===== src/common/vga_pkg.sv =====
package vga_pkg;

	// sram word address width.
	localparam int C_ADDR_W = 20;

	// width of the horizontal and vertical counters.
	localparam int C_CNT_W = 12;

	// 640x480 at 60 Hz, horizontal timing in pixel clocks.
	localparam int C_H_ACTIVE = 640;
	localparam int C_H_FRONT  = 16;
	localparam int C_H_SYNC   = 96;
	localparam int C_H_BACK   = 48;

	// vertical timing in lines.
	localparam int C_V_ACTIVE = 480;
	localparam int C_V_FRONT  = 10;
	localparam int C_V_SYNC   = 2;
	localparam int C_V_BACK   = 33;

	// width of one colour channel on the dac.
	localparam int C_DAC_W = 8;

	// one rgb565 frame buffer word.
	typedef struct packed {
		logic [4:0] r; // bits 15:11.
		logic [5:0] g; // bits 10:5.
		logic [4:0] b; // bits 4:0.
	} pixel_t;

endpackage


===== src/vga/vga_timing.sv =====
`timescale 1ns/1ps

module vga_timing import vga_pkg::*; #(
	parameter int H_ACTIVE = C_H_ACTIVE,
	parameter int H_FRONT  = C_H_FRONT,
	parameter int H_SYNC   = C_H_SYNC,
	parameter int H_BACK   = C_H_BACK,
	parameter int V_ACTIVE = C_V_ACTIVE,
	parameter int V_FRONT  = C_V_FRONT,
	parameter int V_SYNC   = C_V_SYNC,
	parameter int V_BACK   = C_V_BACK
) (
	input  logic               i_25M_clk,
	input  logic               i_rst,
	input  logic               i_en,
	output logic               o_running,
	output logic               o_active,
	output logic               o_hs,
	output logic               o_vs,
	output logic               o_frame_start,
	output logic [C_CNT_W-1:0] o_x,
	output logic [C_CNT_W-1:0] o_y
);

	localparam logic [C_CNT_W-1:0] H_ACT_END = C_CNT_W'(H_ACTIVE);
	localparam logic [C_CNT_W-1:0] H_HS_BEG  = C_CNT_W'(H_ACTIVE + H_FRONT);
	localparam logic [C_CNT_W-1:0] H_HS_END  = C_CNT_W'(H_ACTIVE + H_FRONT + H_SYNC);
	localparam logic [C_CNT_W-1:0] H_TOTAL   = C_CNT_W'(H_ACTIVE + H_FRONT + H_SYNC + H_BACK);
	localparam logic [C_CNT_W-1:0] V_ACT_END = C_CNT_W'(V_ACTIVE);
	localparam logic [C_CNT_W-1:0] V_VS_BEG  = C_CNT_W'(V_ACTIVE + V_FRONT);
	localparam logic [C_CNT_W-1:0] V_VS_END  = C_CNT_W'(V_ACTIVE + V_FRONT + V_SYNC);
	localparam logic [C_CNT_W-1:0] V_TOTAL   = C_CNT_W'(V_ACTIVE + V_FRONT + V_SYNC + V_BACK);

	typedef enum logic {
		S_IDLE,
		S_RENEW
	} state_t;

	state_t state_r, state_w;

	logic [C_CNT_W-1:0] h_cnt_r, h_cnt_w;
	logic [C_CNT_W-1:0] v_cnt_r, v_cnt_w;

	logic running;
	logic line_last;
	logic frame_last;

	assign running    = (state_r == S_RENEW);
	assign line_last  = (h_cnt_r == H_TOTAL - 1'b1);
	assign frame_last = line_last && (v_cnt_r == V_TOTAL - 1'b1);

	// idle only ever leaves at the frame boundary where the counters are parked at zero.
	always_comb begin
		state_w = state_r;
		case (state_r)
			S_IDLE: begin
				if (i_en) begin
					state_w = S_RENEW;
				end
			end
			S_RENEW: begin
				if (frame_last && !i_en) begin
					state_w = S_IDLE; // finish the frame first.
				end
			end
			default: begin
				state_w = S_IDLE;
			end
		endcase
	end

	always_comb begin
		h_cnt_w = h_cnt_r;
		v_cnt_w = v_cnt_r;
		if (running) begin
			if (line_last) begin
				h_cnt_w = '0;
				if (v_cnt_r == V_TOTAL - 1'b1) begin
					v_cnt_w = '0;
				end
				else begin
					v_cnt_w = v_cnt_r + 1'b1; // step on line wrap.
				end
			end
			else begin
				h_cnt_w = h_cnt_r + 1'b1;
			end
		end
		else begin
			h_cnt_w = '0;
			v_cnt_w = '0;
		end
	end

	always_ff @(posedge i_25M_clk or posedge i_rst) begin
		if (i_rst) begin
			state_r <= S_IDLE;
			h_cnt_r <= '0;
			v_cnt_r <= '0;
		end
		else begin
			state_r <= state_w;
			h_cnt_r <= h_cnt_w;
			v_cnt_r <= v_cnt_w;
		end
	end

	assign o_running     = running;
	assign o_x           = h_cnt_r;
	assign o_y           = v_cnt_r;
	assign o_active      = running && (h_cnt_r < H_ACT_END) && (v_cnt_r < V_ACT_END);
	assign o_hs          = !(running && (h_cnt_r >= H_HS_BEG) && (h_cnt_r < H_HS_END));
	assign o_vs          = !(running && (v_cnt_r >= V_VS_BEG) && (v_cnt_r < V_VS_END));
	assign o_frame_start = running && (h_cnt_r == '0) && (v_cnt_r == '0);

	a_h_in_range: assert property (
		@(posedge i_25M_clk) disable iff (i_rst)
		h_cnt_r < H_TOTAL
	);

	// the origin is only reached from the last cycle of a frame or out of idle.
	a_frame_start_origin: assert property (
		@(posedge i_25M_clk) disable iff (i_rst)
		o_frame_start |-> (h_cnt_r == '0) && (v_cnt_r == '0) && $past(frame_last || !running)
	);

endmodule


===== src/vga/vga_pixel_fetch.sv =====
`timescale 1ns/1ps

module vga_pixel_fetch import vga_pkg::*; #(
	parameter int H_ACTIVE = C_H_ACTIVE
) (
	input  logic                i_25M_clk,
	input  logic                i_rst,
	input  logic                i_active,
	input  logic                i_frame_start,
	input  logic [C_ADDR_W-1:0] i_frame_base,
	output logic [C_ADDR_W-1:0] o_sram_addr,
	output logic                o_sram_oe_n,
	output logic                o_valid
);

	// words per frame buffer line.
	localparam logic [C_ADDR_W-1:0] STRIDE = C_ADDR_W'(H_ACTIVE);

	logic [C_ADDR_W-1:0] base_r;
	logic [C_ADDR_W-1:0] addr_cnt_r, addr_cnt_w;
	logic [C_ADDR_W-1:0] addr_cur;
	logic [C_CNT_W-1:0]  row_r;
	logic                row_done;

	// pixel (0,0) reads straight from the new base, the counter catches up behind it.
	assign addr_cur = i_frame_start ? i_frame_base : addr_cnt_r;

	always_comb begin
		addr_cnt_w = addr_cnt_r;
		if (i_active) begin
			addr_cnt_w = addr_cur + 1'b1; // blanking burns no addresses.
		end
	end

	always_ff @(posedge i_25M_clk or posedge i_rst) begin
		if (i_rst) begin
			base_r     <= '0;
			addr_cnt_r <= '0;
		end
		else begin
			if (i_frame_start) begin
				base_r <= i_frame_base; // held for the whole frame.
			end
			addr_cnt_r <= addr_cnt_w;
		end
	end

	always_ff @(posedge i_25M_clk or posedge i_rst) begin
		if (i_rst) begin
			o_sram_addr <= '0;
			o_sram_oe_n <= 1'b1;
			o_valid     <= 1'b0;
		end
		else begin
			if (i_active) begin
				o_sram_addr <= addr_cur;
			end
			o_sram_oe_n <= !i_active;
			o_valid     <= i_active;
		end
	end

	// last word of a line has just gone out.
	assign row_done = o_valid && !i_active;

	// active rows completed in this frame.
	always_ff @(posedge i_25M_clk or posedge i_rst) begin
		if (i_rst) begin
			row_r <= '0;
		end
		else if (i_frame_start) begin
			row_r <= '0;
		end
		else if (row_done) begin
			row_r <= row_r + 1'b1;
		end
	end

	a_addr_bound: assert property (
		@(posedge i_25M_clk) disable iff (i_rst)
		o_valid |-> (o_sram_addr - base_r) < STRIDE * (C_ADDR_W'(row_r) + 1'b1)
	);

endmodule


===== src/logic/vga_color_out.sv =====
`timescale 1ns/1ps

module vga_color_out import vga_pkg::*; (
	input  logic               i_25M_clk,
	input  logic               i_rst,
	input  logic               i_valid,
	input  logic               i_hs,
	input  logic               i_vs,
	input  pixel_t             i_sram_data,
	output logic [C_DAC_W-1:0] o_r,
	output logic [C_DAC_W-1:0] o_g,
	output logic [C_DAC_W-1:0] o_b,
	output logic               o_hs,
	output logic               o_vs,
	output logic               o_blank_n
);

	logic               hs_d1;
	logic               vs_d1;
	logic [C_DAC_W-1:0] r_exp;
	logic [C_DAC_W-1:0] g_exp;
	logic [C_DAC_W-1:0] b_exp;

	// replicate the top bits so full scale maps to 8'hff.
	assign r_exp = {i_sram_data.r, i_sram_data.r[4:2]};
	assign g_exp = {i_sram_data.g, i_sram_data.g[5:4]};
	assign b_exp = {i_sram_data.b, i_sram_data.b[4:2]};

	always_ff @(posedge i_25M_clk or posedge i_rst) begin
		if (i_rst) begin
			o_r       <= '0;
			o_g       <= '0;
			o_b       <= '0;
			o_blank_n <= 1'b0;
		end
		else begin
			o_blank_n <= i_valid;
			if (i_valid) begin
				o_r <= r_exp;
				o_g <= g_exp;
				o_b <= b_exp;
			end
			else begin
				o_r <= '0; // black in blanking.
				o_g <= '0;
				o_b <= '0;
			end
		end
	end

	// sync comes straight off the counters, so it needs two stages here.
	always_ff @(posedge i_25M_clk or posedge i_rst) begin
		if (i_rst) begin
			hs_d1 <= 1'b1;
			vs_d1 <= 1'b1;
			o_hs  <= 1'b1;
			o_vs  <= 1'b1;
		end
		else begin
			hs_d1 <= i_hs;
			vs_d1 <= i_vs;
			o_hs  <= hs_d1;
			o_vs  <= vs_d1;
		end
	end

	// colour stays dark through blanking and through both sync pulses.
	a_black_in_blank: assert property (
		@(posedge i_25M_clk) disable iff (i_rst)
		(!o_blank_n || !o_hs || !o_vs) |-> (o_r == '0) && (o_g == '0) && (o_b == '0)
	);

endmodule


===== src/logic/vga_display_top.sv =====
`timescale 1ns/1ps

module vga_display_top import vga_pkg::*; #(
	parameter int H_ACTIVE = C_H_ACTIVE,
	parameter int H_FRONT  = C_H_FRONT,
	parameter int H_SYNC   = C_H_SYNC,
	parameter int H_BACK   = C_H_BACK,
	parameter int V_ACTIVE = C_V_ACTIVE,
	parameter int V_FRONT  = C_V_FRONT,
	parameter int V_SYNC   = C_V_SYNC,
	parameter int V_BACK   = C_V_BACK
) (
	input  logic                i_25M_clk,
	input  logic                i_rst,
	input  logic                i_en,
	input  logic [C_ADDR_W-1:0] i_frame_base,
	input  pixel_t              i_sram_data,
	output logic [C_ADDR_W-1:0] o_sram_addr,
	output logic                o_sram_oe_n,
	output logic [C_DAC_W-1:0]  o_vga_r,
	output logic [C_DAC_W-1:0]  o_vga_g,
	output logic [C_DAC_W-1:0]  o_vga_b,
	output logic                o_vga_hs,
	output logic                o_vga_vs,
	output logic                o_vga_blank_n,
	output logic                o_vga_clk
);

	logic t_active;
	logic t_hs;
	logic t_vs;
	logic t_frame_start;
	logic f_valid;

	vga_timing #(
		.H_ACTIVE (H_ACTIVE),
		.H_FRONT  (H_FRONT),
		.H_SYNC   (H_SYNC),
		.H_BACK   (H_BACK),
		.V_ACTIVE (V_ACTIVE),
		.V_FRONT  (V_FRONT),
		.V_SYNC   (V_SYNC),
		.V_BACK   (V_BACK)
	) vga_timing_i (
		.i_25M_clk     (i_25M_clk),
		.i_rst         (i_rst),
		.i_en          (i_en),
		.o_running     (),
		.o_active      (t_active),
		.o_hs          (t_hs),
		.o_vs          (t_vs),
		.o_frame_start (t_frame_start),
		.o_x           (),
		.o_y           ()
	);

	vga_pixel_fetch #(
		.H_ACTIVE (H_ACTIVE)
	) vga_pixel_fetch_i (
		.i_25M_clk     (i_25M_clk),
		.i_rst         (i_rst),
		.i_active      (t_active),
		.i_frame_start (t_frame_start),
		.i_frame_base  (i_frame_base),
		.o_sram_addr   (o_sram_addr),
		.o_sram_oe_n   (o_sram_oe_n),
		.o_valid       (f_valid)
	);

	vga_color_out vga_color_out_i (
		.i_25M_clk   (i_25M_clk),
		.i_rst       (i_rst),
		.i_valid     (f_valid),
		.i_hs        (t_hs),
		.i_vs        (t_vs),
		.i_sram_data (i_sram_data),
		.o_r         (o_vga_r),
		.o_g         (o_vga_g),
		.o_b         (o_vga_b),
		.o_hs        (o_vga_hs),
		.o_vs        (o_vga_vs),
		.o_blank_n   (o_vga_blank_n)
	);

	assign o_vga_clk = ~i_25M_clk; // dac samples mid pixel.

endmodule


===== config.mk =====
export PLATFORM = sky130hd
export DESIGN_NAME = vga_display_top
export DESIGN_NICKNAME = d
export VERILOG_FILES = /design/src/common/vga_pkg.sv /design/src/vga/vga_timing.sv /design/src/vga/vga_pixel_fetch.sv /design/src/logic/vga_color_out.sv /design/src/logic/vga_display_top.sv
export SDC_FILE = /design/constraint.sdc
export NUM_CORES = 1
export LEC_CHECK = 0
export ABC_CLOCK_PERIOD_IN_PS = 3600
export BUFFER_PORTS_ARGS = -buffer_cell sky130_fd_sc_hd__buf_2
export CAP_MARGIN = 30
export CORE_MARGIN = 8
export CORE_UTILIZATION = 55
export CTS_CLUSTER_SIZE = 30
export DETAILED_ROUTE_END_ITERATION = 12
export GPL_ROUTABILITY_DRIVEN = 1
export PLACE_DENSITY = 0.79
export SETUP_SLACK_MARGIN = 0.15
export SLEW_MARGIN = 20
export SYNTH_ARGS = -nofsm -noshare
export SYNTH_HDL_FRONTEND = slang
export SYNTH_SLANG_ARGS = --single-unit

===== constraint.sdc =====
create_clock -name i_25M_clk -period 3.6 [get_ports i_25M_clk]
set_input_delay 0.36 -clock i_25M_clk [delete_from_list [all_inputs] [get_ports i_25M_clk]]
set_output_delay 0.36 -clock i_25M_clk [all_outputs]
set_load 0.02 [all_outputs]

* After elaboration in Yosys (flattened, before gate mapping)
Index checks and enable logic that the tools add are counted.
** Word-level totals
- Register bits after elaboration :: 96
- Word-level logic and storage cells :: 57
** Cells by class
- $add $sub $neg :: 3
- $lt $le $gt $ge :: 6
- Equal/unequal tests :: 3
- Muxes and demuxes :: 12
- Bitwise gates (word level) :: 2
- Reductions and logical operators :: 16
** Operators by type and width (number)
- 12-bit two-way mux :: 5
- 12-bit by 1-bit adder with 12-bit output, second input constant :: 2
- 12-bit by 10-bit equality test with 1-bit output, second input constant :: 2
- 12-bit logical NOT :: 2
- 12-bit by 10-bit less-than comparator with 1-bit output, second input constant :: 2
- 12-bit by 9-bit less-than comparator with 1-bit output, second input constant :: 2
- 8-bit two-way mux :: 3
- 20-bit by 1-bit adder with 20-bit output, second input constant :: 1
- 20-bit two-way mux :: 1
- 12-bit by 10-bit >= comparator with 1-bit output, second input constant :: 1
- 12-bit by 9-bit >= comparator with 1-bit output, second input constant :: 1
- 1-bit logical AND :: 10
- 1-bit logical NOT :: 4
- 1-bit two-way mux :: 2
- 2-bit inequality test, second input constant :: 1
- 1-bit NOT :: 2
- 1-bit one-hot mux with 2 select lines :: 1

* Depth between registers and ports, before layout
Gate-level depths: netlist of run 1.
- Depth in word-level cells :: 5
- Gate-level depth with buffers :: 14
- Mapped depth without buffers :: 13

* By module
Synthesis of run 1 repeated with hierarchy kept, for this count alone.
** Second synthesis, totals
- Cell total of the unflattened synthesis :: 499
- Area total of the unflattened synthesis :: 4788.3 um^2
** By module, submodules not included
- vga_pixel_fetch :: instances 1, cells each 282, area each 2561.2 um^2, seq. area each 1052.3 um^2
- vga_timing :: instances 1, cells each 169, area each 1502.7 um^2, seq. area each 625.6 um^2
- vga_color_out :: instances 1, cells each 47, area each 720.7 um^2, seq. area each 530.5 um^2
- vga_display_top :: instances 1, cells each 1, area each 3.8 um^2, seq. area each 0.0 um^2

==> results of run 1 <==
==> state kept, by name (all words and copies together) (netlist names), 5 cells and up <==
signal                         count
vga_pixel_fetch_i.addr_cnt_r      20
vga_pixel_fetch_i.o_sram_addr     20
vga_timing_i.o_x                  12
vga_timing_i.o_y                  12
vga_color_out_i.o_g                6
vga_color_out_i.o_b                5
vga_color_out_i.o_r                5
==> repair_timing <==
item | 4_1_cts | 5_1_grt
resized for setup | 0 | 11
setup endpoints to repair | 0 | 4
buffers inserted | 0 | 4
endpoints found under the hold margin | 0 | 0
==> area by class of cell <==
cell class | instances | area (µm²) | share of cell area, %
multi-input combinational | 375 | 2265 | 41.87
sequential | 88 | 2210 | 40.85
clock inverter | 8 | 70.07 | 1.295
timing repair buffer | 104 | 565.5 | 10.46
tap | 105 | 131.4 | 2.429
clock buffer | 10 | 128.9 | 2.383
inverter | 10 | 38.79 | 0.7171
==> power breakdown <==
part / total (µW) / internal [µW] / switching (µW)
sequential: 1260 / 1130 / 133
combinational: 515 / 205 / 310
clock: 707 / 282 / 426
==> logic make-up (layout without fill, tap and decap cells) <==
logic type | count (synthesis) | after routing | share of synthesized area (%)
fa+ha+maj | 5 | 5 | 1.350
simple gates | 245 | 245 | 27.55
flops | 88 | 88 | 47.66
xor+xnor | 26 | 26 | 4.915
compound gates | 96 | 96 | 13.48
buf+inv | 43 | 132 | 4.348
mux | 3 | 3 | 0.7021
==> per-layer routing <==
layer | up-vias | GRT usage [%] | share of wire, %
li1 | 1962 | - | -
met3 | 15 | 4.790 | 5.3
met1 | 1999 | 24.92 | 42
met4 | 0 | 8.523 | 1.6
met2 | 119 | 33.11 | 51
met5 | - | 0 | 0
==> through the flow <==
step                util (%)  area (µm²)  total power (µW)
floorplan                  -        4633              1605
global placement       62.95        5146              1787
detailed placement     63.02        5152              1811
CTS                    65.35        5343              2486
global route           66.16        5409              2610
finish                 66.16        5409              2481
==> cell usage after synthesis, types with 3 or more instances <==
master | count | area [µm²]
buf_4 | 10 | 75.07
inv_1 | 11 | 41.29
a21oi_1 | 27 | 135.1
ha_1 | 5 | 62.56
and4_1 | 4 | 35.03
buf_1 | 3 | 11.26
nor4b_1 | 3 | 26.28
dfrtp_1 | 83 | 2077
and3_1 | 10 | 62.56
nor2_1 | 60 | 225.2
xor2_1 | 15 | 131.4
or3_1 | 5 | 31.28
nand3_1 | 17 | 85.08
xnor2_1 | 11 | 96.34
o21ai_1 | 5 | 25.02
o31ai_2 | 4 | 50.05
a22o_1 | 3 | 26.28
dfstp_2 | 5 | 131.4
o21ai_0 | 15 | 75.07
nor2b_1 | 3 | 18.77
nand2b_1 | 3 | 18.77
a31oi_1 | 17 | 106.4
nor3_1 | 7 | 35.03
and2_1 | 22 | 137.6
clkbuf_1 | 17 | 63.81
nand4_1 | 34 | 212.7
nand2_1 | 60 | 225.2
o22ai_1 | 4 | 25.02
==> path summary, 6_finish.rpt <==
path / start / to / slack, ns
max: vga_timing_i.o_x[6] / vga_pixel_fetch_i.addr_cnt_r[16] / 0.22
min: i_rst / vga_color_out_i.o_g[4] / 0.08
max reg2reg: vga_timing_i.o_x[6] / vga_pixel_fetch_i.addr_cnt_r[16] / 0.22
min reg2reg: vga_color_out_i.hs_d1 / vga_color_out_i.o_hs / 0.36
max in group asynchronous: i_rst / vga_color_out_i.o_hs / 2.71
min in group i_25M_clk: i_en / vga_timing_i.o_running / 0.20
==> critical path: cells and delay by family, from the launching register on <==
family / cells / cell delay (ns)
AOI/OAI and AO/OA: 1 / 0.17
and+or+nand+nor: 7 / 2.25
adders and majority gates: 1 / 0.18
muxes: 1 / 0.25
DFF: 1 / 0.43
==> summary by stage, run 1 <==
STA
The maximum clock rate is 296.3 MHz. Setup violations remaining at the end of the flow were counted as 0. The clock arrives with 0.01269 ns of skew. After routing, the total negative slack on setup checks comes to 0 ns.

Headroom to the max-slew limit came out at a little under half. Setup slack on the critical path of the routed design comes to between 0.2 and 0.25 ns. For the pin with the worst max-slew slack, the measured transition is ~0.81 ns. The number of endpoints with negative hold slack in the final report is 0. The post-route clock period utilization is a little over nine tenths.

The number of max-slew violations in the final report is 0. The final critical-path required period is roughly 3.4 ns. Setup repair after global routing left no endpoint under its margin. The tightest hold margin is 0.08020 ns.

Synthesis
The distinct cell type count after synthesis is just under 60. The net count after synthesis is between 500 and 600. Synthesis produced ~500 cells. The share of synthesized registers carrying an async set or reset is 100.0%.

In this run the cell area of the synthesized design comes to 4633 µm². After synthesis, flip-flops and latches occupy a little under half of the total area. The most used flip-flop cell after synthesis is dfrtp_1.

The count of flip-flops with a built-in enable after synthesis is 0. The Yosys step of the flow raised 0 warnings. Each instance of the synthesized netlist takes up on average 9.157 µm². The synthesized design contains 88 register bits.

Die
The die covers ~12000 µm². The effective utilization at floorplan is between 50% and 60%. In this run the count of I/O pins placed on the die edge is 88. The width of the die is approximately 110 µm. After floorplanning, the core was sized to cover ~8200 µm². The die height is around 110 µm. The floorplan has 33 rows.

Critical path
The cell repeated most along the worst path is or4_4. The cell with the biggest individual delay on the critical path is or4_4. The arrival time of data at the critical path endpoint is between 3 and 4 ns. The critical path goes through or4_4, or2_4, nor4_4, mux2_4, ha_2, nand2_2, or4_4, or3_1, a21oi_1, nor3_2. The worst setup path is launched from a flop.

The worst setup path is captured at a flop. In this run the worst path has a maximum fanout of 6. Data on the critical path is required at its endpoint by a little under 4 ns.

The type of the worst setup path is reg2reg. The delay of the slowest cell on the worst path is around 0.56 ns. The number of cells traversed by the worst register-to-register path is 10.

Power and ir drop
The worst supply voltage drop on vdd is about 0.00022 V. The leakage power figure is roughly 0.0024 µW. The power density over the cells is around 460 nW/µm².

Clock tree
Clock latency on the worst-skew pair, taken at its later pin, is ~0.36 ns. The cts-stage hold buffer count is 0. The CTS buffer count is 9. The maximum count of clock buffers along a single path is 2. The maximum level of the CTS H-tree is 3. TritonCTS built the clock tree.

The clock-pin transition on the worst setup and hold timing paths is about 0.10 ns. The root buffer cell chosen for the clock tree is clkbuf_8.

Route
After detailed routing, the total wire length is 11.71 mm. After detailed routing, the number of vias per cell comes to around 5.9. Detailed routing inserted a total of roughly 4100 vias. The number of antenna-violating nets in the routed design is 0.

The number of detailed-route iterations in the first pass is 4. The average wire per standard cell is 16.73 µm. After detailed routing, the number of remaining DRC violations is 0. In this run, the number of DRC markers left after iteration 0 of detailed routing was 317.

Place
The setup slack after placement is about 0.28 ns. The count of input and output buffers is between 80 and 90. Summed over all nets, the half-perimeter wirelength after detailed placement is about 8.4 mm. At the end of routability-driven placement, the weighted congestion stood at approximately 0.96. The placed instance count is 680.

Layout
The fraction of final layout cells with drive strength greater than 1 is about a quarter. Leaving out fill and tap cells, the most frequent cell in the layout is buf_2. The fill cell total of the finished layout is 691. The repair_antennas step left the layout with diodes totalling 0. Compared with the post-synthesis result, the final layout area differs by 16.74%.

The library cells used most frequently in the layout, excluding fill and tap cells, are buf_2, dfrtp_1, nor2_1, nand2_1, nand4_1. The final net count is about 630. The finished layout holds 700 standard cells, fillers aside.

Global routing
The pin count of the biggest net entering global routing is 42. The global router's overall resource usage is 20.20%. The first global-routing pass estimated about 19 mm of wire. Summed over all layers, the global routing overflow is 0. The number of global-route vias before repair is ~4000. The number of antenna violations at the first check in global routing is 0.

Outcome
The flow ran to the end, and the final reports show no timing, DRC or antenna violations.

Job
The tool flagged a number of max-cap violations equal to 0.

Min path
The path type of the worst min-delay path is in2async.
Note: power is estimated with default switching activity, not from simulation.
==> run 2: changes to the inputs <==
--- a/config.mk
+++ b/config.mk
@@ -8,12 +8,11 @@
 export ABC_CLOCK_PERIOD_IN_PS = 3600
 export BUFFER_PORTS_ARGS = -buffer_cell sky130_fd_sc_hd__buf_2
 export CAP_MARGIN = 30
-export CORE_MARGIN = 8
-export CORE_UTILIZATION = 55
+export CORE_UTILIZATION = 56
 export CTS_CLUSTER_SIZE = 30
 export DETAILED_ROUTE_END_ITERATION = 12
 export GPL_ROUTABILITY_DRIVEN = 1
-export PLACE_DENSITY = 0.79
+export PLACE_DENSITY = 0.81
 export SETUP_SLACK_MARGIN = 0.15
 export SLEW_MARGIN = 20
 export SYNTH_ARGS = -nofsm -noshare
==> run 2 against run 1 <==
Against the previous run:
- the flow now finishes with violations (negative hold slack)
- fmax down 0.54%
- critical endpoint unchanged
- cell count decreased by 0.14%
- setup slack got worse by 0.018 ns
- clock-buffer cell count is 3 higher
- global-route usage up 6.6 points
- wire length is 6.9% lower
- first-iteration DRC count is 15% higher
==> summary by stage, run 2 (same netlist as run 1, synthesis figures left out) <==
Critical path
The delay of the slowest cell on the worst path is 0.60 ns (+0.04 ns). The endpoint identified for the worst register-to-register timing path is vga_pixel_fetch_i.addr_cnt_r[16]. STA classifies the critical path endpoint as a flop. The total buffers and inverters traversed by the critical path is 1 (+1). The worst setup path is of the reg2reg kind.

The slack of the worst reg-to-reg path was 0.21 ns (-0.02 ns). The cell with the biggest individual delay on the critical path is or4_4. The signal on the critical path passes through or4_4, or2_4, nor4_4, buf_4, mux2_4, ha_4, nand2_4, or4_4, or3_4, a21oi_2, nor3_2. The maximum net fanout on the critical path was 6 (unchanged). Among cell families on the critical path, the largest total delay comes from simple AND/OR/NAND/NOR gates. STA classifies the critical path startpoint as a flop. By instance count, the cell type seen most on the critical path is or4_4.

In this run the critical register-to-register path is launched from vga_timing_i.o_x[6]. The number of cells traversed by the worst register-to-register path is 11 (+1). The arrival time of data at the critical path endpoint is 3.65 ns (+0.03 ns). The worst endpoint required time is 3.86 ns (about the same).

Global routing
The number of global-route vias before repair is 3806 (-4.5%). The pin count of the biggest net entering global routing is 53 (+26%). The number of antenna violations at the first check in global routing is 0 (unchanged). The global router's overall resource usage is 26.78% (+6.6 points). The remaining global-route overflow is 0 (unchanged).

The first-pass GRT wire length is 18.08 mm (-5.3%).

Outcome
The checks that failed: negative hold slack. The flow ran to the end, but the final reports show violations.

Clock tree
The CTS buffer count is 9 (unchanged). The clock tree root buffer cell is clkbuf_8. The maximum count of clock buffers along a single path is 2 (unchanged). The maximum level of the CTS H-tree is 3 (unchanged). The clock network latency to the later pin of the worst-skew pair is 0.37 ns (about the same). The cts-stage hold buffer count is 0 (unchanged).

The CTS tree is yes. The clock-pin transition on the worst setup and hold timing paths is 0.09 ns (about the same).

Min path
The path type of the worst min-delay path is in2async.

Route
The number of antenna-violating nets in the routed design is 0 (unchanged). The final wirelength is 10.91 mm (-6.9%). The vias per cell is 5.937 (+1.5%).

The average wire per standard cell is 15.60 µm (-6.7%). The total DRC errors in the routed layout came to 0 (unchanged). The number of detailed-route iterations in the first pass is 5 (+1). The number of DRC markers after the initial detailed-route iteration came to 366 (+15%). The total via count after detailed routing is 4150 (+1.3%).

Power and ir drop
The clock share of power came to 30.5% (+2.0 points). The leakage power figure was 0.002433 µW (+1.5%). The total chip power is 2556 µW (+3.0%). The relative contribution of sequential cells to total power came to 49.2% (-1.5 points). The power density over the cells is 466.3 nW/µm² (+1.7%). The combinational fraction of design power was 20.3% (-0.5 points). The switching share of power is 33.04% (-2.0 points). The worst supply voltage drop on vdd is 0.0002133 V (-1.8%). The cell-internal power is 1711 µW (+6.1%). The switching power summed over all nets is 844.5 µW (-2.8%).

STA
The worst slew margin relative to its limit is 48.12% (+2.6 points). The final-layout setup total negative slack is 0 ns (unchanged). Setup repair after global routing left no endpoint under its margin. The largest clock skew in the final design is 0.01193 ns (-0.0007604 ns). The number of max-slew violations in the final report is 0 (unchanged). The final critical-path required period is 3.393 ns (+0.01825 ns). The count of final setup violators is 0 (unchanged). The number of endpoints with negative hold slack in the final report is 22 (+22). The slew at the pin closest to its max-slew limit is 0.7698 ns (-0.04116 ns). The tightest hold margin is -0.02628 ns (-0.1065 ns).

The maximum clock rate is 294.7 MHz (-0.54%). The post-route clock period utilization is 94.26% (+0.51 points).

Die
The number of placement rows came to 32 (-3.0%). The width of the die is 92.96 µm (-14%). The overall die area is 8642 µm² (-26%).

The effective utilization at floorplan is 59.04% (+2.4 points). The number of top-level design ports is 88 (unchanged). The placeable core region is 7848 µm² (-4.0%). The die height came to 92.96 µm (-14%).

Layout
The fill cell total of the finished layout came to 632 (-8.5%). The antenna diode instance count is 0 (unchanged). Compared with the post-synthesis result, the final layout area differs by 18.28%.

The fraction of final layout cells with drive strength greater than 1 is 25.63% (+0.42 points). Leaving out fill and tap cells, the most frequent cell in the layout is buf_2. The final net count is 636 (+0.32%). In the layout the commonest cells are buf_2, dfrtp_1, nand2_1. In the final layout, the registers with the most flip-flops are vga_pixel_fetch_i.addr_cnt_r (20), vga_pixel_fetch_i.o_sram_addr (20). The final non-filler cell total was 699 (-0.14%).

Job
The total of max-cap violations came to 0 (unchanged).

Place
The placed instance count came to 676 (-0.59%). The count of input and output buffers came to 87 (unchanged). The post-DP HPWL is 7.583 mm (-10%).

The final weighted congestion in routability-driven placement was 0.8928 (-7.1%).
==> run 2: power by group through the flow <==
stage	clock network (µW)	registers, µW	logic (µW)
after floorplan	19.9	1340	249
after global placement	29.4	1260	489
after detailed placement	29.4	1270	502
after CTS	793	1250	506
after global routing	833	1270	578
final	781	1260	519
==> run 2: worst max path at each step <==
stage	start	to	slack (ns)	cells after the start
floorplan	vga_timing_i.o_x[5]	vga_pixel_fetch_i.addr_cnt_r[16]	0.27	11
global placement	vga_timing_i.o_x[5]	vga_pixel_fetch_i.addr_cnt_r[16]	0.23	10
detailed placement	vga_timing_i.o_x[5]	vga_pixel_fetch_i.addr_cnt_r[16]	0.14	10
CTS	vga_timing_i.o_x[5]	vga_pixel_fetch_i.addr_cnt_r[16]	0.22	10
global route	vga_timing_i.o_x[10]	vga_pixel_fetch_i.addr_cnt_r[16]	0.13	11
finish	vga_timing_i.o_x[6]	vga_pixel_fetch_i.addr_cnt_r[16]	0.21	11
==> run 2: cell type report <==
class	count	area, µm²	share of cell area, %
inverters	10	38.79	0.7078
multi-input cells	375	2283	41.67
well taps	102	127.6	2.329
clock buffers	13	192.7	3.516
repair buffers	106	589.3	10.75
flip-flops and latches	88	2210	40.32
clock inverters	5	38.79	0.7078
==> run 2: metrics by stage <==
step	utilization [%]	instance area [µm²]	setup slack (ns)
after CTS	68.27	5358	0.2158
after global placement	65.34	5127	0.2283
after global routing	69.83	5480	0.1279
after detailed placement	65.39	5131	0.1424
after floorplan	-	4633	0.2740
final	69.83	5480	0.2066
==> run 2: what timing repair did <==
| action | 4_1_cts | 5_1_grt |
|---|---|---|
| pin swaps | 0 | 6 |
| setup endpoints to repair | 1 | 5 |
| buffers inserted | 0 | 6 |
| gates resized for setup | 1 | 14 |
==> run 2: routing by layer <==
layer | global-route usage (%) | routed length, µm
met2 | 39.22 | 5102
met3 | 4.351 | 738
met1 | 39.04 | 4838
met5 | 0 | 0
met4 | 12.05 | 227
